`src/rtl/cpc_ram_pkg.sv`:
```
// ##########################################################
// RAM expansion shared types. Block schemes, cycle states
// and the field widths of the bank and SRAM address
// ##########################################################
`default_nettype none

package cpc_ram_pkg;

  // Width of the ccc bank field in the bank-select byte
  localparam int bank_w = 3;

  // Width of the SRAM high address: bank then block
  localparam int ramadr_w = 5;

  // The shadow bank is always one of banks 3 or 7
  // The top bit comes from a DIP switch latched in reset
  localparam logic [1:0] shadow_low_bits = 2'b11;

  // Block-switching schemes selected by the bbb field
  // The encodings are the raw bbb values written by the CPU
  typedef enum logic [2:0] {
    scheme_internal   = 3'd0,
    scheme_top_block  = 3'd1,
    scheme_all_blocks = 3'd2,
    scheme_c3         = 3'd3,
    // The window schemes put one block at 0x4000-0x7FFF
    scheme_win0       = 3'd4,
    scheme_win1       = 3'd5,
    scheme_win2       = 3'd6,
    scheme_win3       = 3'd7
  } map_scheme_e;

  // Kind of CPU memory cycle in progress
  // Refresh and cycles not yet classified stay idle
  typedef enum logic [1:0] {
    cyc_idle  = 2'd0,
    cyc_read  = 2'd1,
    cyc_write = 2'd2
  } cycle_state_e;

endpackage

`default_nettype wire

```
`src/rtl/bank_reg_decode.sv`:
```
// ##########################################################
// Bank-select port decode. Holds bank, scheme, card select
// and the DIP configuration latches
// ##########################################################
`timescale 1ns/1ps
`default_nettype none

module bank_reg_decode import cpc_ram_pkg::*; (
  input  wire                     clk,
  input  wire                     reset_b_w,
  input  wire                     iorq_b,
  input  wire                     wr_b,
  input  wire                     adr15,
  input  wire                     adr8,
  input  wire [7:0]               data,
  input  wire [3:0]               dip,
  output logic [bank_w-1:0]       bank,
  output map_scheme_e             scheme,
  output logic                    card_sel,
  output logic                    mode3,
  output logic                    shadow_mode,
  output logic                    full_shadow,
  output logic                    overdrive_mode,
  output logic [bank_w-1:0]       shadow_bank
);

  logic dip2_lat;
  logic dip3_lat;
  logic port_match;
  logic select_write;

  // Static DIP options, read live
  // Any shadow mode also needs the 464 RD/WR overdrive
  assign overdrive_mode = dip[0] | dip[1];
  assign shadow_mode    = dip[0];
  assign full_shadow    = dip[0] & dip[1];

  // dip3 picks bank 7 rather than bank 3 as the shadow bank
  assign shadow_bank = {dip3_lat, shadow_low_bits};

  // dip2 moves the card from port 0x7Fxx to 0x7Exx
  assign port_match = dip2_lat ? !adr8 : adr8;

  // IO write with A15 low and data 0b11xxxxx on our port
  assign select_write = !iorq_b && !wr_b && !adr15 && (data[7:6] == 2'b11) && port_match;

  // The config switches share pins with the SRAM address
  // They are only sampled while the system sits in reset
  always_ff @(posedge clk) begin
    if (!reset_b_w) begin
      dip2_lat <= dip[2];
      dip3_lat <= dip[3];
    end
  end

  always_ff @(posedge clk) begin
    if (!reset_b_w) begin
      bank     <= '0;
      scheme   <= scheme_internal;
      card_sel <= 1'b0;
      mode3    <= 1'b0;
    end else if (select_write) begin
      // Alias the shadow bank away by clearing its middle bit
      // so the CPU can never map over the shadow copy
      if (shadow_mode && (data[5:3] == shadow_bank)) begin
        bank <= {data[5], 1'b0, data[3]};
      end else begin
        bank <= data[5:3];
      end
      scheme   <= map_scheme_e'(data[2:0]);
      card_sel <= 1'b1;
      // Pre-decoded so the A15 overdrive path stays short
      mode3    <= (data[2:0] == scheme_c3);
    end
  end

endmodule

`default_nettype wire

```
`src/rtl/mem_cycle_track.sv`:
```
// ##########################################################
// Memory cycle tracker. Classifies each MREQ cycle as read
// or write and captures A15 at the start of the cycle
// ##########################################################
`timescale 1ns/1ps
`default_nettype none

module mem_cycle_track import cpc_ram_pkg::*; (
  input  wire          clk,
  input  wire          reset_b_w,
  input  wire          mreq_b,
  input  wire          rfsh_b,
  input  wire          rd_b,
  input  wire          m1_b,
  input  wire          adr15,
  output cycle_state_e cyc_state,
  output logic         mreq_fall,
  output logic         adr15_cyc
);

  logic mreq_b_q;

  // MREQ was high last edge and is low now
  assign mreq_fall = mreq_b_q & !mreq_b;

  always_ff @(posedge clk) begin
    if (!reset_b_w) begin
      mreq_b_q <= 1'b1;
    end else begin
      mreq_b_q <= mreq_b;
    end
  end

  // State is set once at the start of the cycle and held
  // until MREQ goes high again
  always_ff @(posedge clk) begin
    if (!reset_b_w) begin
      cyc_state <= cyc_idle;
    end else if (mreq_b) begin
      cyc_state <= cyc_idle;
    end else if (mreq_fall) begin
      // RD still high at the start of a non-M1, non-refresh cycle
      // means WR will follow later
      if (rfsh_b && rd_b && m1_b) begin
        cyc_state <= cyc_write;
      end else if (!rd_b) begin
        cyc_state <= cyc_read;
      end
    end
  end

  // The C3 scheme overdrives A15 mid-cycle
  // Decode must use the value the CPU put out at the start
  always_ff @(posedge clk) begin
    if (!reset_b_w) begin
      adr15_cyc <= 1'b0;
    end else if (mreq_fall) begin
      adr15_cyc <= adr15;
    end
  end

endmodule

`default_nettype wire

```
`src/rtl/block_map.sv`:
```
// ##########################################################
// Block mapper. Turns bank, scheme and address quadrant into
// an expansion hit and the SRAM high address
// ##########################################################
`timescale 1ns/1ps
`default_nettype none

module block_map import cpc_ram_pkg::*; (
  input  wire [bank_w-1:0]    bank,
  input  map_scheme_e         scheme,
  input  wire                 shadow_mode,
  input  wire [bank_w-1:0]    shadow_bank,
  input  wire                 adr15,
  input  wire                 adr14,
  input  wire                 adr15_cyc,
  input  cycle_state_e        cyc_state,
  output logic                exp_hit,
  output logic                ram_sel,
  output logic [ramadr_w-1:0] ram_adr
);

  logic [1:0] quad;
  logic [1:0] quad_c3;
  logic [2:0] scheme_bits;
  logic [1:0] win_block;
  logic       shadow_write;

  assign quad    = {adr15, adr14};
  // A15 may be overdriven in C3 so use the start-of-cycle copy
  assign quad_c3 = {adr15_cyc, adr14};

  // The low two scheme bits of the window schemes name the block
  assign scheme_bits = scheme;
  assign win_block   = scheme_bits[1:0];

  // In shadow mode every write that misses still lands in the
  // shadow bank so the copy tracks internal RAM
  assign shadow_write = shadow_mode && (cyc_state == cyc_write);

  always_comb begin
    // Miss by default
    exp_hit = 1'b0;
    ram_sel = shadow_write;
    ram_adr = {shadow_bank, quad};

    case (scheme)
      scheme_top_block: begin
        if (quad == 2'b11) begin
          exp_hit = 1'b1;
          ram_adr = {bank, 2'b11};
        end
      end
      scheme_all_blocks: begin
        exp_hit = 1'b1;
        ram_adr = {bank, quad};
      end
      scheme_c3: begin
        if (quad_c3 == 2'b11) begin
          exp_hit = 1'b1;
          ram_adr = {bank, 2'b11};
        end else if (shadow_mode && (quad_c3 == 2'b01)) begin
          // Shadow copy of block 3 seen through the 0x4000 window
          ram_sel = 1'b1;
          ram_adr = {shadow_bank, 2'b11};
        end
      end
      scheme_win0, scheme_win1, scheme_win2, scheme_win3: begin
        if (quad == 2'b01) begin
          exp_hit = 1'b1;
          ram_adr = {bank, win_block};
        end
      end
      default: begin
        // scheme_internal keeps the miss result
        exp_hit = 1'b0;
      end
    endcase

    // Any hit selects the SRAM
    if (exp_hit) begin
      ram_sel = 1'b1;
    end
  end

endmodule

`default_nettype wire

```
`src/rtl/ram_strobe_drive.sv`:
```
// ##########################################################
// SRAM strobe and bus overdrive logic. Chip select, RAMDIS
// and the A15, RD and WR pull levels and enables
// ##########################################################
`timescale 1ns/1ps
`default_nettype none

module ram_strobe_drive import cpc_ram_pkg::*; (
  input  wire                 clk,
  input  wire                 reset_b_w,
  input  wire                 card_sel,
  input  wire                 full_shadow,
  input  wire                 overdrive_mode,
  input  wire                 shadow_mode,
  input  wire                 mode3,
  input  wire                 exp_hit,
  input  wire                 ram_sel,
  input  wire [ramadr_w-1:0]  ram_adr,
  input  cycle_state_e        cyc_state,
  input  wire                 mreq_fall,
  input  wire                 mreq_b,
  input  wire                 rfsh_b,
  input  wire                 adr14,
  input  wire                 wr_b,
  input  wire                 ramrd_b,
  output logic                ramcs_b,
  output logic                ramoe_b,
  output logic                ramwe_b,
  output logic [4:0]          ramadrhi,
  output logic                ramadrhi_oe,
  output logic                ramdis,
  output logic                ramdis_oe,
  output logic                adr15_drive,
  output logic                adr15_oe,
  output logic                rd_drive,
  output logic                rd_oe,
  output logic                wr_drive,
  output logic                wr_oe
);

  logic write_seen_q;
  logic write_cyc;
  logic write_first;
  logic card_hit;
  logic write_start;
  logic a15_window;

  assign write_cyc   = (cyc_state == cyc_write);
  // High only until the edge after the write was classified
  assign write_first = write_cyc & !write_seen_q;
  assign card_hit    = card_sel & ram_sel;

  always_ff @(posedge clk) begin
    if (!reset_b_w) begin
      write_seen_q <= 1'b0;
    end else begin
      write_seen_q <= write_cyc;
    end
  end

  // Full shadow serves every real memory cycle from the SRAM
  // RAMRD on the OE pin keeps ROM reads off the data bus
  assign ramcs_b = !((card_hit | full_shadow) & !mreq_b & rfsh_b);
  assign ramoe_b = ramrd_b;
  assign ramwe_b = wr_b;

  // The high address pins carry the DIP switches during reset
  assign ramadrhi    = ram_adr;
  assign ramadrhi_oe = reset_b_w;

  assign ramdis_oe = reset_b_w & (full_shadow | card_hit);
  assign ramdis    = ramdis_oe;

  // A write looks like a cycle with no RAM read at its first edge
  // The gate array must see A15 before the state register sets
  assign write_start = mreq_fall & rfsh_b & ramrd_b;
  assign a15_window  = shadow_mode ? (write_cyc | write_start) : !mreq_b;

  // C3 remaps 0x4000 accesses to 0xC000 by forcing A15 high
  assign adr15_oe    = reset_b_w & overdrive_mode & mode3 & adr14 & rfsh_b & a15_window;
  assign adr15_drive = adr15_oe;

  // 464 machines need RD held low for the whole expansion write
  assign rd_oe    = reset_b_w & overdrive_mode & exp_hit & write_cyc;
  assign rd_drive = !rd_oe;

  // WR is pulled low early, but only for one clock
  assign wr_oe    = reset_b_w & overdrive_mode & exp_hit & write_first;
  assign wr_drive = !wr_oe;

endmodule

`default_nettype wire

```
`src/rtl/ram512k_ctrl.sv`:
```
// ##########################################################
// 512K RAM expansion controller top level
// ##########################################################
`timescale 1ns/1ps
`default_nettype none

module ram512k_ctrl import cpc_ram_pkg::*; (
  input  wire       clk,
  input  wire       reset_b_w,
  input  wire       adr15,
  input  wire       adr14,
  input  wire       adr8,
  input  wire       iorq_b,
  input  wire       mreq_b,
  input  wire       rfsh_b,
  input  wire       m1_b,
  input  wire       rd_b,
  input  wire       wr_b,
  input  wire       ramrd_b,
  input  wire [7:0] data,
  input  wire [3:0] dip,
  output logic      ramcs_b,
  output logic      ramoe_b,
  output logic      ramwe_b,
  output logic [4:0] ramadrhi,
  output logic      ramadrhi_oe,
  output logic      ramdis,
  output logic      ramdis_oe,
  output logic      adr15_drive,
  output logic      adr15_oe,
  output logic      rd_drive,
  output logic      rd_oe,
  output logic      wr_drive,
  output logic      wr_oe
);

  logic [bank_w-1:0]   bank;
  map_scheme_e         scheme;
  logic                card_sel;
  logic                mode3;
  logic                shadow_mode;
  logic                full_shadow;
  logic                overdrive_mode;
  logic [bank_w-1:0]   shadow_bank;
  cycle_state_e        cyc_state;
  logic                mreq_fall;
  logic                adr15_cyc;
  logic                exp_hit;
  logic                ram_sel;
  logic [ramadr_w-1:0] ram_adr;

  // Decode of the bank-select port
  bank_reg_decode u_decode (
    .clk            (clk),
    .reset_b_w      (reset_b_w),
    .iorq_b         (iorq_b),
    .wr_b           (wr_b),
    .adr15          (adr15),
    .adr8           (adr8),
    .data           (data),
    .dip            (dip),
    .bank           (bank),
    .scheme         (scheme),
    .card_sel       (card_sel),
    .mode3          (mode3),
    .shadow_mode    (shadow_mode),
    .full_shadow    (full_shadow),
    .overdrive_mode (overdrive_mode),
    .shadow_bank    (shadow_bank)
  );

  mem_cycle_track u_cycle (
    .clk       (clk),
    .reset_b_w (reset_b_w),
    .mreq_b    (mreq_b),
    .rfsh_b    (rfsh_b),
    .rd_b      (rd_b),
    .m1_b      (m1_b),
    .adr15     (adr15),
    .cyc_state (cyc_state),
    .mreq_fall (mreq_fall),
    .adr15_cyc (adr15_cyc)
  );

  // Execute stage, purely combinational
  block_map u_map (
    .bank        (bank),
    .scheme      (scheme),
    .shadow_mode (shadow_mode),
    .shadow_bank (shadow_bank),
    .adr15       (adr15),
    .adr14       (adr14),
    .adr15_cyc   (adr15_cyc),
    .cyc_state   (cyc_state),
    .exp_hit     (exp_hit),
    .ram_sel     (ram_sel),
    .ram_adr     (ram_adr)
  );

  ram_strobe_drive u_drive (
    .clk            (clk),
    .reset_b_w      (reset_b_w),
    .card_sel       (card_sel),
    .full_shadow    (full_shadow),
    .overdrive_mode (overdrive_mode),
    .shadow_mode    (shadow_mode),
    .mode3          (mode3),
    .exp_hit        (exp_hit),
    .ram_sel        (ram_sel),
    .ram_adr        (ram_adr),
    .cyc_state      (cyc_state),
    .mreq_fall      (mreq_fall),
    .mreq_b         (mreq_b),
    .rfsh_b         (rfsh_b),
    .adr14          (adr14),
    .wr_b           (wr_b),
    .ramrd_b        (ramrd_b),
    .ramcs_b        (ramcs_b),
    .ramoe_b        (ramoe_b),
    .ramwe_b        (ramwe_b),
    .ramadrhi       (ramadrhi),
    .ramadrhi_oe    (ramadrhi_oe),
    .ramdis         (ramdis),
    .ramdis_oe      (ramdis_oe),
    .adr15_drive    (adr15_drive),
    .adr15_oe       (adr15_oe),
    .rd_drive       (rd_drive),
    .rd_oe          (rd_oe),
    .wr_drive       (wr_drive),
    .wr_oe          (wr_oe)
  );

endmodule

`default_nettype wire

```
`config.mk`:
```
export PLATFORM = sky130hd
export DESIGN_NAME = ram512k_ctrl
export DESIGN_NICKNAME = d
export VERILOG_FILES = /design/src/rtl/cpc_ram_pkg.sv /design/src/rtl/bank_reg_decode.sv /design/src/rtl/mem_cycle_track.sv /design/src/rtl/block_map.sv /design/src/rtl/ram_strobe_drive.sv /design/src/rtl/ram512k_ctrl.sv
export SDC_FILE = /design/constraint.sdc
export NUM_CORES = 1
export LEC_CHECK = 0
export BUFFER_PORTS_ARGS = -buffer_cell sky130_fd_sc_hd__clkbuf_2
export CORE_ASPECT_RATIO = 1.1
export CORE_UTILIZATION = 40
export DETAILED_ROUTE_END_ITERATION = 8
export GPL_TIMING_DRIVEN = 0
export PLACE_DENSITY = 0.72
export SYNTH_ARGS = -nofsm -noshare
export SYNTH_HDL_FRONTEND = slang
export SYNTH_HIERARCHICAL = 1
export SYNTH_SLANG_ARGS = --single-unit
```
`constraint.sdc`:
```
create_clock -name clk -period 5.8 [get_ports clk]
set_input_delay 1.74 -clock clk [delete_from_list [all_inputs] [get_ports clk]]
set_output_delay 1.74 -clock clk [all_outputs]
set_load 0.05 [all_outputs]
```
==> flow_summary.json <==
{
  "grt_pass1_wl_mm": 3.97,
  "grt_antenna_before_repair": 0,
  "power_frac_seq_pct": 48.7,
  "ys_warn_count": 6,
  "setup_viol": 0,
  "placed_cell_area_sq_um": 1370,
  "hold_path.class": "reg2reg",
  "post-route-period-util_pct": 88.2,
  "cts_made_buffers": 3,
  "drt_iter0_markers": 12,
  "coreArea_sq_um": 2570,
  "clk_latency_ps": 290,
  "grt-ovfl-total": 0,
  "clock.fmax_mhz": 195,
  "die_w_um": 52.5,
  "stdcell_area_sq_um": 1390,
  "post-route-util_pct": 54.2,
  "post_cts_resized": 0,
  "track_usage_pct": 17.9,
  "p_sw_mw": 0.0684,
  "cts_buffer_depth": 2,
  "setup_tns_ps": 0,
  "post_cts_buffers": 0,
  "cpMostUsedCell": "clkbuf_2",
  "ctsRootBufferMaster": "clkbuf_4",
  "dp_hpwl_mm": 1.95,
  "peakVddDrop_mv": 0.132,
  "max_stage_delay_ps": 280,
  "worst_ep_arrival_time_ps": 3380,
  "synth_area_sq_um": 1120,
  "yosys_register_bits": 15,
  "routed_wl_mm": 2.43,
  "tritoncts": "yes",
  "place_congestion": 0.783,
  "multi_input_area_sq_um": 621,
  "startpoint_type": "input pin",
  "swShare_pct": 30.2,
  "final-seq-area_sq_um": 320,
  "numClockSinks": 15,
  "ys.flop_type": "dfxtp_1",
  "num-nets-final": 199,
  "reg2regPathDepth": 4,
  "clockPowerShare_pct": 26.6,
  "reg2reg_from": "u_decode/dip2_lat",
  "rows": 19,
  "min_to": "u_decode/bank[1]",
  "finalCriticalPeriod_ps": 5120,
  "drc": 0,
  "intPower_mw": 0.158,
  "p_leak_nw": 0.678,
  "crit_type": "in2out",
  "seq_area_frac_synth_pct": 28.5,
  "min_from": "u_decode/bank[1]",
  "combPwrFrac_pct": 24.7,
  "start_util_pct": 43.7,
  "power_density_nw_per_um2": 163,
  "r2r_end": "u_decode/card_sel",
  "synth_top_area_share_pct": 23.2,
  "ys_types": 42,
  "async_reset_ff_share_pct": 0,
  "die_height_um": 57.6,
  "grt_pass1_vias": 983,
  "status": "finished clean",
  "synth-edff-count": 2,
  "endpoint_kind": "primary output",
  "ant_nets": 0,
  "synth_common_cells": "buf_4 (15), nand2_1 (14), dfxtp_1 (13), inv_1 (8), mux2i_1 (8)",
  "finalClockSkew_ps": 4.94,
  "worstHoldPathCells": 2,
  "area_delta_synth_final_pct": 24.0,
  "rsz0062_at_grt": "no",
  "grt_max_degree": 11,
  "syn-mean-instance-area_sq_um": 8.70,
  "cp.required_ps": 4060,
  "boundaryPins": 41,
  "drv_slew": 0,
  "drive_gt1_share_pct": 41.4,
  "synth_top_area_cell": "dfxtp_1",
  "diodes": 0,
  "die-area_sq_um": 3020,
  "vias": 1042,
  "wl_per_cell_um": 11.8,
  "crit_path_max_fanout": 9,
  "synth_cells": 129,
  "rrSetupSlack_ps": 4640,
  "cp_cell_sequence": "clkbuf_2, and4b_1, buf_6, a211o_1, a22o_1, a21oi_1, nor2b_1, buf_4, clkbuf_2",
  "hold_violations": 0,
  "via_per_inst": 5.08,
  "nFillCells": 249,
  "path_clk_slew_ps": 80,
  "io_buffer_count": 40,
  "yosysMostFrequentCell": "buf_4",
  "synth_area_leaders": "dfxtp_1 (23%), buf_4 (10%), mux2i_1 (7.1%)",
  "drt_first_pass_iters": 4,
  "hold_buffers": 0,
  "htreeDepth": 1,
  "slowest_stage": "a211o_1",
  "cap_violations": 0
}
## stage by stage
stage | total power [mW] | std cells | worst slack [ps] | hold slack, ps
2_1_floorplan | 0.150 | 130 | 402 | 435
3_3_place_gp | 0.167 | 201 | 709 | 453
3_5_place_dp | 0.169 | 201 | 690 | 468
4_1_cts | 0.228 | 205 | 678 | 480
5_1_grt | 0.241 | 205 | 550 | 507
6_report | 0.226 | 205 | 683 | 477
## power by group through the flow
stage	clock [mW]	combinational, mW	sequential [mW]
3_3_place_gp	0	0.0548	0.112
2_1_floorplan	0	0.0384	0.112
4_1_cts	0.0619	0.0563	0.110
5_1_grt	0.0692	0.0609	0.111
3_5_place_dp	0	0.0560	0.113
6_report	0.0602	0.0560	0.110
## kinds of logic after synthesis
kind of cell	Yosys count	synth area share, %
AND/OR/NAND/NOR	54	31.2
buffers and inverters	28	16.5
AO/OA/AOI/OAI	21	14.7
flip-flops	15	28.5
multiplexers	8	7.14
XOR/XNOR	2	1.56
other	1	0.334
## state kept, by name, indices dropped and copies added (netlist names)
name and cells:
u_decode/card_sel 1, u_decode/dip3_lat 1, u_decode/bank 3, u_decode/dip2_lat 1, u_cycle/adr15_cyc 1, u_decode/scheme 3
u_cycle/cyc_state 2, u_decode/mode3 1, u_drive/write_seen_q 1, u_cycle/mreq_b_q 1
## cell usage in the layout (no fill, tap or decap), drive strengths merged, types with 2 or more instances in the layout
cell type / netlist / routed
inv: 8 / 8
nand2b: 3 / 3
or2: 2 / 2
edfxtp: 2 / 2
and2: 6 / 6
a2111o: 3 / 3
nor2b: 6 / 6
nand2: 14 / 14
and4b: 4 / 4
a21oi: 3 / 3
nand3: 6 / 6
nor2: 3 / 3
conb: 1 / 2
clkbuf: 1 / 45
nand4b: 3 / 3
o21ai: 2 / 2
mux2i: 8 / 8
a221oi: 3 / 3
nand4: 2 / 2
a211oi: 2 / 2
xor2: 2 / 2
dfxtp: 13 / 13
buf: 19 / 19
## final cells by class
| type | count | share of cell area [%] |
|---|---|---|
| multi-input combinational | 87 | 44.6 |
| sequential | 15 | 23.0 |
| timing repair buffer | 40 | 14.4 |
| buffer | 20 | 11.2 |
| tap | 31 | 2.79 |
| inverter | 8 | 2.16 |
| clock buffer | 4 | 1.89 |
## worst max-delay path by stage
stage | start | end | depth (start not counted)
CTS | adr15 | ramdis_oe | 9
finish | adr15 | ramdis_oe | 9
detailed placement | adr15 | ramdis_oe | 9
floorplan | mreq_b | adr15_oe | 4
global placement | adr15 | ramdis_oe | 9
global route | adr15 | ramdis_oe | 9
## critical path: cells and delay by family
| family | cells | cell delay, ps |
|---|---|---|
| and+or+nand+nor | 2 | 320 |
| buffers and inverters | 4 | 630 |
| AOI/OAI and AO/OA | 3 | 670 |
## layer usage
metal,track usage [%],up-vias,part of all wire [%]
met4,9.77,0,2.0
li1,-,536,-
met5,0,-,0
met2,30.9,27,52
met1,20.2,473,41
met3,3.47,6,4.2
(Power assumes the default switching activity.)
